## config.mk

```make
export PLATFORM = sky130hd
export DESIGN_NAME = fu_top
export DESIGN_NICKNAME = d
export VERILOG_FILES = /design/src/design/fu_pkg.sv /design/src/design/rv32_pkg.sv /design/src/design/fu_if.sv /design/src/design/operand_select.sv /design/src/design/alu_core.sv /design/src/design/mult_pipe.sv /design/src/design/branch_resolve.sv /design/src/design/fu_top.sv
export SDC_FILE = /design/constraint.sdc
export NUM_CORES = 2
export LEC_CHECK = 0
export ABC_AREA = 1
export BUFFER_PORTS_ARGS = -buffer_cell sky130_fd_sc_hd__buf_2
export CAP_MARGIN = 20
export CORE_MARGIN = 2
export CORE_UTILIZATION = 31
export CTS_CLUSTER_DIAMETER = 120
export DETAILED_ROUTE_END_ITERATION = 10
export REMOVE_ABC_BUFFERS = 1
export SLEW_MARGIN = 10
export SYNTH_ARGS = -nofsm -noshare
export SYNTH_HDL_FRONTEND = slang
export SYNTH_SLANG_ARGS = --single-unit
```

## constraint.sdc

```tcl
create_clock -name clock -period 14.1 [get_ports clock]
set_input_delay 2.82 -clock clock [delete_from_list [all_inputs] [get_ports clock]]
set_output_delay 2.82 -clock clock [all_outputs]
set_load 0.03 [all_outputs]
```

## src/design/fu_pkg.sv

```systemverilog
package fu_pkg;

    // datapath width of the integer core
    localparam int XLEN = 32;

    // shift amount width follows from the word size
    localparam int SHAMT_W = $clog2(XLEN);

    // tag widths, sized for a 32-entry ROB and 64 physical registers
    localparam int ROBN_W = 5;
    localparam int PRN_W  = 6;

    // multiplier depth used when the top level is not overridden
    localparam int DEF_MULT_STAGES = 4;

    typedef logic        [XLEN-1:0] data_t;    // operand or result word
    typedef logic signed [XLEN-1:0] sdata_t;   // signed view of a word
    typedef logic        [XLEN-1:0] addr_t;    // pc or branch target

    typedef logic [ROBN_W-1:0] robn_t;
    typedef logic [PRN_W-1:0]  prn_t;

    // operands widened by one bit so every mult flavor is a signed multiply
    typedef logic signed [XLEN:0] sext_t;

    // full 33 x 33 product
    typedef logic [2*XLEN+1:0] prod_t;

endpackage

```

## src/design/rv32_pkg.sv

```systemverilog
package rv32_pkg;

    typedef logic [31:0] inst_t;
    typedef logic [2:0]  funct3_t;

    typedef enum logic [3:0] {
        ALU_ADD  = 4'h0,
        ALU_SUB  = 4'h1,
        ALU_AND  = 4'h2,
        ALU_OR   = 4'h3,
        ALU_XOR  = 4'h4,
        ALU_SLT  = 4'h5,
        ALU_SLTU = 4'h6,
        ALU_SLL  = 4'h7,
        ALU_SRL  = 4'h8,
        ALU_SRA  = 4'h9
    } alu_func_e;

    typedef enum logic [1:0] {
        MULT_MUL    = 2'd0,   // low word
        MULT_MULH   = 2'd1,   // high word, signed x signed
        MULT_MULHSU = 2'd2,   // high word, signed x unsigned
        MULT_MULHU  = 2'd3    // high word, unsigned x unsigned
    } mult_func_e;

    typedef enum logic [1:0] {
        OPA_IS_RS1  = 2'd0,
        OPA_IS_PC   = 2'd1,
        OPA_IS_ZERO = 2'd2
    } opa_sel_e;

    typedef enum logic [2:0] {
        OPB_IS_RS2   = 3'd0,
        OPB_IS_I_IMM = 3'd1,
        OPB_IS_S_IMM = 3'd2,
        OPB_IS_B_IMM = 3'd3,
        OPB_IS_U_IMM = 3'd4,
        OPB_IS_J_IMM = 3'd5
    } opb_sel_e;

    // branch conditions
    localparam funct3_t FUNCT3_BEQ  = 3'b000;
    localparam funct3_t FUNCT3_BNE  = 3'b001;
    localparam funct3_t FUNCT3_BLT  = 3'b100;
    localparam funct3_t FUNCT3_BGE  = 3'b101;
    localparam funct3_t FUNCT3_BLTU = 3'b110;
    localparam funct3_t FUNCT3_BGEU = 3'b111;

    // instruction field positions
    localparam int FUNCT3_MSB   = 14;
    localparam int FUNCT3_LSB   = 12;
    localparam int INST_SIGN    = 31;
    localparam int I_IMM_MSB    = 31;
    localparam int I_IMM_LSB    = 20;
    localparam int S_IMM_HI_MSB = 31;
    localparam int S_IMM_HI_LSB = 25;
    localparam int S_IMM_LO_MSB = 11;
    localparam int S_IMM_LO_LSB = 7;
    localparam int B_IMM_BIT11  = 7;
    localparam int B_IMM_HI_MSB = 30;
    localparam int B_IMM_HI_LSB = 25;
    localparam int B_IMM_LO_MSB = 11;
    localparam int B_IMM_LO_LSB = 8;
    localparam int U_IMM_MSB    = 31;
    localparam int U_IMM_LSB    = 12;
    localparam int J_IMM_HI_MSB = 19;
    localparam int J_IMM_HI_LSB = 12;
    localparam int J_IMM_BIT11  = 20;
    localparam int J_IMM_LO_MSB = 30;
    localparam int J_IMM_LO_LSB = 21;

endpackage

```

## src/design/fu_if.sv

```systemverilog
`timescale 1ns/1ns

// operands and tags heading into a functional unit
interface fu_issue_if;
    import fu_pkg::*;

    logic  valid;
    data_t a;       // operand a after the mux
    data_t b;       // operand b after the mux
    robn_t robn;
    prn_t  prn;

    modport issue (
        output valid, a, b, robn, prn
    );

    modport exec (
        input valid, a, b, robn, prn
    );

endinterface

// finished result with its tags
interface fu_result_if;
    import fu_pkg::*;

    logic  done;
    data_t result;
    robn_t robn;
    prn_t  prn;

    modport source (
        output done, result, robn, prn
    );

    modport sink (
        input done, result, robn, prn
    );

endinterface

```

## src/design/operand_select.sv

```systemverilog
`timescale 1ns/1ns

module operand_select (
    input  logic               valid,
    input  rv32_pkg::inst_t    inst,
    input  fu_pkg::addr_t      pc,
    input  fu_pkg::data_t      rs1,
    input  fu_pkg::data_t      rs2,
    input  rv32_pkg::opa_sel_e opa_sel,
    input  rv32_pkg::opb_sel_e opb_sel,
    input  fu_pkg::robn_t      robn,
    input  fu_pkg::prn_t       prn,
    fu_issue_if.issue          issue
);
    import fu_pkg::*;
    import rv32_pkg::*;

    data_t i_imm, s_imm, b_imm, u_imm, j_imm;

    // sign-extended immediates, one per format
    assign i_imm = {{20{inst[INST_SIGN]}}, inst[I_IMM_MSB:I_IMM_LSB]};
    assign s_imm = {{20{inst[INST_SIGN]}}, inst[S_IMM_HI_MSB:S_IMM_HI_LSB],
                    inst[S_IMM_LO_MSB:S_IMM_LO_LSB]};
    assign b_imm = {{19{inst[INST_SIGN]}}, inst[INST_SIGN], inst[B_IMM_BIT11],
                    inst[B_IMM_HI_MSB:B_IMM_HI_LSB], inst[B_IMM_LO_MSB:B_IMM_LO_LSB], 1'b0};
    assign u_imm = {inst[U_IMM_MSB:U_IMM_LSB], 12'b0};   // upper 20, low bits zero
    assign j_imm = {{11{inst[INST_SIGN]}}, inst[INST_SIGN], inst[J_IMM_HI_MSB:J_IMM_HI_LSB],
                    inst[J_IMM_BIT11], inst[J_IMM_LO_MSB:J_IMM_LO_LSB], 1'b0};

    always_comb begin
        case (opa_sel)
            OPA_IS_RS1:  issue.a = rs1;
            OPA_IS_PC:   issue.a = pc;   // auipc, jal link
            OPA_IS_ZERO: issue.a = '0;   // lui
            default:     issue.a = '0;
        endcase
    end

    always_comb begin
        case (opb_sel)
            OPB_IS_RS2:   issue.b = rs2;
            OPB_IS_I_IMM: issue.b = i_imm;
            OPB_IS_S_IMM: issue.b = s_imm;
            OPB_IS_B_IMM: issue.b = b_imm;
            OPB_IS_U_IMM: issue.b = u_imm;
            OPB_IS_J_IMM: issue.b = j_imm;
            default:      issue.b = '0;
        endcase
    end

    assign issue.valid = valid;
    assign issue.robn  = robn;
    assign issue.prn   = prn;

endmodule

```

## src/design/alu_core.sv

```systemverilog
`timescale 1ns/1ns

// single-cycle integer alu, purely combinational
module alu_core (
    fu_issue_if.exec           op,
    input rv32_pkg::alu_func_e func,
    fu_result_if.source        res
);
    import fu_pkg::*;
    import rv32_pkg::*;

    sdata_t             a_s;
    sdata_t             b_s;
    logic [SHAMT_W-1:0] shamt;
    data_t              result;

    assign a_s   = op.a;
    assign b_s   = op.b;
    assign shamt = op.b[SHAMT_W-1:0];   // rv32 uses only the low 5 bits

    always_comb begin
        case (func)
            ALU_ADD:  result = op.a + op.b;
            ALU_SUB:  result = op.a - op.b;
            ALU_AND:  result = op.a & op.b;
            ALU_OR:   result = op.a | op.b;
            ALU_XOR:  result = op.a ^ op.b;
            ALU_SLT:  result = {{(XLEN-1){1'b0}}, a_s < b_s};
            ALU_SLTU: result = {{(XLEN-1){1'b0}}, op.a < op.b};
            ALU_SLL:  result = op.a << shamt;
            ALU_SRL:  result = op.a >> shamt;
            ALU_SRA:  result = a_s >>> shamt;   // fills with the sign bit
            default:  result = '0;
        endcase
    end

    // no back-pressure, result leaves in the issue cycle
    assign res.done   = op.valid;
    assign res.result = result;
    assign res.robn   = op.robn;
    assign res.prn    = op.prn;

endmodule

```

## src/design/mult_pipe.sv

```systemverilog
`timescale 1ns/1ns

module mult_pipe #(
    parameter int NUM_MULT_STAGES = fu_pkg::DEF_MULT_STAGES
) (
    input  logic                 clock,
    input  logic                 rst,
    input  logic                 squash,
    input  logic                 avail,
    input  rv32_pkg::mult_func_e func,
    fu_issue_if.exec             op,
    fu_result_if.source          res
);
    import fu_pkg::*;
    import rv32_pkg::*;

    localparam int LAST = NUM_MULT_STAGES - 1;

    logic                 sign_a, sign_b;
    sext_t                ext_a, ext_b;
    logic signed [2*XLEN+1:0] product;

    // per-stage state
    logic [NUM_MULT_STAGES-1:0] stg_valid;
    prod_t      stg_prod [NUM_MULT_STAGES];
    mult_func_e stg_func [NUM_MULT_STAGES];
    robn_t      stg_robn [NUM_MULT_STAGES];
    prn_t       stg_prn  [NUM_MULT_STAGES];

    // widen to 33 bits so one signed multiply covers all four flavors
    assign sign_a = (func == MULT_MULH) || (func == MULT_MULHSU);
    assign sign_b = (func == MULT_MULH);
    assign ext_a  = {sign_a & op.a[XLEN-1], op.a};
    assign ext_b  = {sign_b & op.b[XLEN-1], op.b};
    assign product = (2*XLEN+2)'(ext_a) * (2*XLEN+2)'(ext_b);   // full 66-bit product

    // reset or squash clears the valid bits even while stalled
    always_ff @(posedge clock) begin
        if (rst || squash) begin
            stg_valid <= '0;
        end else if (avail) begin
            stg_valid <= {stg_valid[NUM_MULT_STAGES-2:0], op.valid};
        end
    end

    // payload shifts only when the consumer takes the last stage
    always_ff @(posedge clock) begin
        if (avail) begin
            stg_prod[0] <= product;
            stg_func[0] <= func;
            stg_robn[0] <= op.robn;
            stg_prn[0]  <= op.prn;
            for (int i = 1; i < NUM_MULT_STAGES; i++) begin
                stg_prod[i] <= stg_prod[i-1];
                stg_func[i] <= stg_func[i-1];
                stg_robn[i] <= stg_robn[i-1];
                stg_prn[i]  <= stg_prn[i-1];
            end
        end
    end

    // word select at the output
    assign res.done   = stg_valid[LAST];
    assign res.result = (stg_func[LAST] == MULT_MUL) ? stg_prod[LAST][XLEN-1:0]
                                                     : stg_prod[LAST][2*XLEN-1:XLEN];
    assign res.robn   = stg_robn[LAST];
    assign res.prn    = stg_prn[LAST];

endmodule

```

## src/design/branch_resolve.sv

```systemverilog
`timescale 1ns/1ns

module branch_resolve (
    fu_result_if.sink        alu,
    input  rv32_pkg::funct3_t funct3,
    input  fu_pkg::data_t     rs1,
    input  fu_pkg::data_t     rs2,
    input  logic              cond_branch,
    input  logic              uncond_branch,
    output logic              executed,
    output logic              taken,
    output fu_pkg::addr_t     target
);
    import fu_pkg::*;
    import rv32_pkg::*;

    sdata_t rs1_s;
    sdata_t rs2_s;
    logic   cond_true;

    // compare uses the register values, not the muxed operands
    assign rs1_s = rs1;
    assign rs2_s = rs2;

    always_comb begin
        case (funct3)
            FUNCT3_BEQ:  cond_true = (rs1 == rs2);
            FUNCT3_BNE:  cond_true = (rs1 != rs2);
            FUNCT3_BLT:  cond_true = (rs1_s < rs2_s);
            FUNCT3_BGE:  cond_true = (rs1_s >= rs2_s);
            FUNCT3_BLTU: cond_true = (rs1 < rs2);
            FUNCT3_BGEU: cond_true = (rs1 >= rs2);
            default:     cond_true = 1'b0;   // 010, 011 are not branches
        endcase
    end

    // jal/jalr always redirect
    assign taken = uncond_branch || (cond_branch && cond_true);

    // rob only needs a report for conditional branches
    assign executed = alu.done && cond_branch;

    // pc + imm computed by the alu
    assign target = alu.result;

endmodule

```

## src/design/fu_top.sv

```systemverilog
`timescale 1ns/1ns

module fu_top #(
    parameter int NUM_MULT_STAGES = fu_pkg::DEF_MULT_STAGES
) (
    input  logic                 clock,
    input  logic                 rst,
    input  logic                 squash,

    // alu lane issue
    input  logic                 alu_valid,
    input  rv32_pkg::inst_t      alu_inst,
    input  fu_pkg::addr_t        alu_pc,
    input  fu_pkg::data_t        alu_rs1,
    input  fu_pkg::data_t        alu_rs2,
    input  rv32_pkg::alu_func_e  alu_func,
    input  rv32_pkg::opa_sel_e   alu_opa_sel,
    input  rv32_pkg::opb_sel_e   alu_opb_sel,
    input  logic                 alu_cond_branch,
    input  logic                 alu_uncond_branch,
    input  fu_pkg::robn_t        alu_robn,
    input  fu_pkg::prn_t         alu_prn,

    // multiplier lane issue
    input  logic                 mult_valid,
    input  rv32_pkg::inst_t      mult_inst,
    input  fu_pkg::addr_t        mult_pc,
    input  fu_pkg::data_t        mult_rs1,
    input  fu_pkg::data_t        mult_rs2,
    input  rv32_pkg::mult_func_e mult_func,
    input  rv32_pkg::opa_sel_e   mult_opa_sel,
    input  rv32_pkg::opb_sel_e   mult_opb_sel,
    input  fu_pkg::robn_t        mult_robn,
    input  fu_pkg::prn_t         mult_prn,
    input  logic                 mult_avail,   // result taken, pipe may advance

    // alu lane results
    output logic                 alu_done,
    output fu_pkg::data_t        alu_result,
    output fu_pkg::robn_t        alu_out_robn,
    output fu_pkg::prn_t         alu_out_prn,
    output logic                 branch_executed,
    output logic                 branch_taken,
    output fu_pkg::addr_t        branch_target,

    // multiplier lane results
    output logic                 mult_done,
    output fu_pkg::data_t        mult_result,
    output fu_pkg::robn_t        mult_out_robn,
    output fu_pkg::prn_t         mult_out_prn
);
    import rv32_pkg::*;

    funct3_t alu_funct3;

    fu_issue_if  alu_issue ();
    fu_issue_if  mult_issue ();
    fu_result_if alu_res ();
    fu_result_if mult_res ();

    assign alu_funct3 = alu_inst[FUNCT3_MSB:FUNCT3_LSB];

    operand_select u_alu_opsel (
        .valid   (alu_valid),
        .inst    (alu_inst),
        .pc      (alu_pc),
        .rs1     (alu_rs1),
        .rs2     (alu_rs2),
        .opa_sel (alu_opa_sel),
        .opb_sel (alu_opb_sel),
        .robn    (alu_robn),
        .prn     (alu_prn),
        .issue   (alu_issue)
    );

    operand_select u_mult_opsel (
        .valid   (mult_valid),
        .inst    (mult_inst),
        .pc      (mult_pc),
        .rs1     (mult_rs1),
        .rs2     (mult_rs2),
        .opa_sel (mult_opa_sel),
        .opb_sel (mult_opb_sel),
        .robn    (mult_robn),
        .prn     (mult_prn),
        .issue   (mult_issue)
    );

    alu_core u_alu (
        .op   (alu_issue),
        .func (alu_func),
        .res  (alu_res)
    );

    mult_pipe #(
        .NUM_MULT_STAGES (NUM_MULT_STAGES)
    ) u_mult (
        .clock  (clock),
        .rst    (rst),
        .squash (squash),
        .avail  (mult_avail),
        .func   (mult_func),
        .op     (mult_issue),
        .res    (mult_res)
    );

    branch_resolve u_branch (
        .alu           (alu_res),
        .funct3        (alu_funct3),
        .rs1           (alu_rs1),
        .rs2           (alu_rs2),
        .cond_branch   (alu_cond_branch),
        .uncond_branch (alu_uncond_branch),
        .executed      (branch_executed),
        .taken         (branch_taken),
        .target        (branch_target)
    );

    assign alu_done      = alu_res.done;
    assign alu_result    = alu_res.result;
    assign alu_out_robn  = alu_res.robn;
    assign alu_out_prn   = alu_res.prn;

    assign mult_done     = mult_res.done;
    assign mult_result   = mult_res.result;
    assign mult_out_robn = mult_res.robn;
    assign mult_out_prn  = mult_res.prn;

endmodule

```

# --- After elaboration in Yosys (flattened, before gate mapping) ---
# Memory sizes are Yosys's and may differ from the RTL's.
# Index checks and enable logic that the tools add are counted.
word_totals:
  ff_bits: 4
  mem_bits_rw: 316
  in_bits: 302
  wordCells: 73
  memories: 4
classes:
  addsub: 2
  n_mul: 1
  n_lt_le_gt_ge: 6
  eq_ne: 30
  shifts: 3
  mux: 9
  n_bitwise: 5
  reduce_logical: 12
memory_table:
  columns: ["memory", "words", "word_bits", "read_ports", "rd_clocked_by_memory_dff", "write_ports", "line", "source"]
  rows:
  - ["u_mult.stg_prod", 4, 66, 4, 0, 4, "mult_pipe.sv:25", "prod_t stg_prod [NUM_MULT_STAGES];"]
  - ["u_mult.stg_prn", 4, 6, 4, 0, 4, "mult_pipe.sv:28", "prn_t stg_prn [NUM_MULT_STAGES];"]
  - ["u_mult.stg_robn", 4, 5, 4, 0, 4, "mult_pipe.sv:27", "robn_t stg_robn [NUM_MULT_STAGES];"]
  - ["u_mult.stg_func", 4, 2, 4, 0, 4, "mult_pipe.sv:26", "mult_func_e stg_func [NUM_MULT_STAGES];"]
ops:
  columns: ["cell", "n"]
  rows:
  - ["$pmux W32 S6", 2]
  - ["$pmux W32 S10", 1]
  - ["$lt A32 B32 Y1", 4]
  - ["$pmux W32 S2", 2]
  - ["$mul A33 B33 Y66", 1]
  - ["$ge A32 B32 Y1", 2]
  - ["$add A32 B32 Y32", 1]
  - ["$and A32 B32 Y32", 1]
  - ["$eq A32 B32 Y1", 1]
  - ["$mux W32", 1]
  - ["$ne A32 B32 Y1", 1]
  - ["$or A32 B32 Y32", 1]
  - ["$shl A32 B5 Y32", 1]
  - ["$shr A32 B5 Y32", 1]
  - ["$sshr A32 B5 Y32", 1]
  - ["$sub A32 B32 Y32", 1]
  - ["$xor A32 B32 Y32", 1]
  - ["$eq A3 B3 Y1 const B", 8]
  - ["$eq A4 B3 Y1 const B", 4]
  - ["$eq A3 B2 Y1 const B", 4]
  - ["$eq A3 B1 Y1 const B", 3]
  - ["$logic_not A3 Y1", 3]
  - ["$eq A4 B2 Y1 const B", 2]
  - ["$eq A4 B4 Y1 const B", 2]
  - ["10 further kinds", 19]

# --- Depth between registers and ports, before layout ---
logic_depth:
  word_depth: 4
  ltp_mapped: 41

# --- Cells and area by module ---
# Synthesis repeated with hierarchy kept, for this count alone.
unflattened:
  hier_cells: 8276
  hier_area_um2: 63467.1
by_module_without_submodules:
  columns: ["module", "instances", "cells_per_inst", "area_each_um2", "seq_area_each_um2"]
  rows:
  - ["mult_pipe", 1, 5455, 49750.2, 9328.9]
  - ["alu_core", 1, 2114, 10020.9, 0.0]
  - ["operand_select", 2, 251, 1219.9, 0.0]
  - ["branch_resolve", 1, 205, 1256.2, 0.0]

# --- Worst setup path after synthesis ---
# No wires, ideal clock.
synth_timing:
  path_kind: "input port to flip-flop"
  startpoint: "input port mult_opa_sel[1]"
  endpoint: "memory u_mult.stg_prod[0][62] (netlist bit) (data pin)"
  t_arrival_ns: 10.054
  required_time_ns: 13.848
  slack_ns: 3.794
  cell_stages: 30
  n_path_buf: 2
  cell_sequence: "or2_1 > clkbuf_1 > o22ai_2 > inv_1 > nor2_1 > inv_1 > clkbuf_1 > nor2_1 > fa_1 > fa_1 > fa_1 > fa_1 > inv_1 > fa_1 > inv_1 > fa_1 > inv_1 > fa_1 > fa_1 > inv_1 > ha_1 > inv_1 > nor3_1 > nand2_1 > nor3_1 > inv_1 > nor2_1 > nor2_1 > nand3_1 > nand2_1"
synth_rtl:
  columns: ["item", "line", "source"]
  rows:
  - ["from (decl)", "fu_top.sv:31", "input rv32_pkg::opa_sel_e mult_opa_sel,"]
  - ["to (decl)", "mult_pipe.sv:25", null]

==> run summary <==
Status -> finished clean
Die area -> 202000 um^2
Post-synth EDFFs -> 308
Hold_ws -> 0.404 ns
Synth area leader -> fa_1
Top delay family on crit path -> adder cells
First-pass GRT wire length -> 323000 um
Core Util, Final -> 34.1%
Routed vias -> 51172
Num CTS Buffers -> 30
Synth Flop Type -> edfxtp_1
Worst-path clk slew -> 0.06 ns
CTS Root Cell -> clkbuf_16
Crit end category -> register
Slew at the pin closest to its max-slew limit -> 1.18 ns
Layout cells sized above 1 -> 8.97%
I/O pins -> 424
Initial Util -> 31.2%
Slew Limit Fails -> 0
Sequential Power Share -> 11.0%
CP max stage cell -> fa_1
Cell row count -> 163
Multi-input combinational cell area -> 43700 um^2
Crit path DAT -> 11.89 ns
Initial antenna violation count -> 3
Most frequent cells in the layout -> 1841 x inv_1, 1797 x nand2_1, 1127 x fa_1
Fin nets -> 9566
Total Power -> 15500 uW
DIE HEIGHT -> 449 um
Most frequent CP cell -> fa_1
Worst-path fanout max -> 32
Internal power -> 6230 uW
Mapped Area -> 61400 um^2
Clk buf depth -> 3
Total gr overflow -> 0
Synthesized area per cell -> 8.07 um^2
Largest net degree at the start of global routing -> 207
Storage cell area -> 9330 um^2
Clock skew -> 0.0229 ns
Final hold vios -> 0
Max_cap viols -> 0
CP required -> 14.42 ns
TritonCTS clock tree -> built
Yosys reg bits -> 312
Hold depth -> 0
Port-buffer cells -> 387
DRC violations left -> 0
GRT Total Usage -> 20.8%
Post-CTS setup buffer count -> 0
R2R setup slack -> 13.40 ns
DRT Wirelength -> 210000 um
Initial drt markers -> 4029
Vias in the first global route -> 53519
Die Wd -> 449 um
Worst vdd ir -> 0.000509 V
Power per cell area -> 231 nW/um^2
Num Clock Sinks -> 312
Sw Share -> 59.8%
WL/cell -> 20.1 um
Worst hold path type -> register to register
Worst skew pair latency -> 0.56 ns
Setup_tns -> 0 ns
Antenna Violating Nets Remaining -> 0
Fin crit period -> 11.57 ns
RSZ-0062 raised after global routing -> false
Crit-path max cell delay -> 0.89 ns
DR vias/cell -> 4.89
FILL cells -> 20849
Post-CTS resize count -> 0
WP buf/inv -> 7
Gate power share -> 84.1%
Syn-to-layout area delta -> 9.33%
NetSw -> 9260 uW
RD Place Congestion -> 0.958
Core ar. -> 197000 um^2
Hold buffer count at CTS -> 0
Final Setup Violations -> 0
Clock group share of total power -> 4.8%
Cells after Synth -> 7605
DP HPWL -> 177000 um
Yosys cell types -> 64
Crit path launch type -> input port
Worst setup path class -> input port to register
Worst R2R Path Depth -> 0
Commonest non-fill, non-tap cell in the layout -> inv_1
Synth top area cells -> fa_1 37%, edfxtp_1 15%, inv_1 11%
Crit path depth -> 29
Leakage -> 0.0340 uW
Fmax -> 86.4 MHz
First-pass iteration count of the detailed router -> 6
Synth top area share -> 36.8%
Async SR Flop Fraction -> 0%
Seq/Total Area, Yosys -> 15.2%
Number of H-tree levels -> 1
Final Cycle Share -> 82.0%
Synthesis Warnings -> 0
Worst slew margin -> 21.6%
[cell type report]
cell class	count	area share (%)
multi-input combinational	5090	65.1
sequential	312	13.9
inverter	1864	10.4
tap	2640	4.92
timing repair buffer	497	4.21
clock buffer	37	1.16
clock inverter	16	0.229
antenna	1	0.00373
[synth_stat cells (5+ instances only)]
cell and count:
and2_1 6, fa_1 1127, a31oi_1 18, nand2_2 17, xnor2_1 12, o21bai_1 33, nor2_2 7, a21o_1 11
buf_2 39, or2_2 5, buf_4 55, buf_1 10, o21a_1 11, clkbuf_1 227, inv_2 17, xor2_1 53
nand4_1 50, o22ai_1 64, nand3_2 19, mux2_2 32, nor2_1 465, o21ai_0 164, ha_1 342, nand2_1 1798
edfxtp_1 308, nand3b_1 13, o21ai_1 23, nand3_1 459, nor4_1 13, buf_6 6, a221oi_1 13, inv_1 1842
a21oi_1 203, a21boi_0 14, nor2_4 9, nor3_1 48, o221ai_1 8, o211ai_1 20
[layer usage]
metal	global-route usage (%)	part of all wire (%)	wire length (um)
met3	2.34	6.5	13600
met5	0	0.0067	14
met2	35.8	48	102000
met1	26.8	41	86100
met4	7.30	4.1	8700
[power by group through the flow]
stage	clock, uW	combinational (uW)	sequential [uW]
5_1_grt	811	14400	1730
3_5_place_dp	0	13000	1730
6_report	747	13000	1710
3_3_place_gp	0	13000	1720
2_1_floorplan	0	7980	1710
4_1_cts	775	13100	1710
[cells by family after synthesis]
logic type | Yosys count | share of synthesized area (%)
AO/OA/AOI/OAI | 601 | 5.71
XOR/XNOR | 65 | 0.927
adder cells (fa/ha/maj) | 1469 | 43.7
buffers and inverters | 2203 | 14.0
flip-flops | 312 | 15.2
multiplexers | 32 | 0.587
AND/OR/NAND/NOR | 2923 | 19.8
[per-stage QoR]
step                setup WS (ns)  cells  cell area [um^2]
floorplan                    2.46   7266             59800
global placement             2.05  10399             66100
detailed placement           1.93  10402             66200
CTS                          2.55  10455             67100
global route                 2.08  10456             67100
finish                       2.53  10457             67100
[flip-flops by register name, indices dropped and copies added (netlist names)]
name and count:
u_mult.stg_prod 256, u_mult.stg_prn 24, u_mult.stg_robn 20, u_mult.stg_func 8, u_mult.stg_valid 4
[final timing paths]
check | startpoint | end
setup / recovery | mult_opa_sel[1] | u_mult.stg_prod[0][63]
hold / removal | u_mult.stg_prod[1][49] | u_mult.stg_prod[2][49]
setup reg to reg | u_mult.stg_prod[1][46] | u_mult.stg_prod[2][46]
hold reg to reg | u_mult.stg_prod[1][49] | u_mult.stg_prod[2][49]
(Power assumes the default switching activity.)
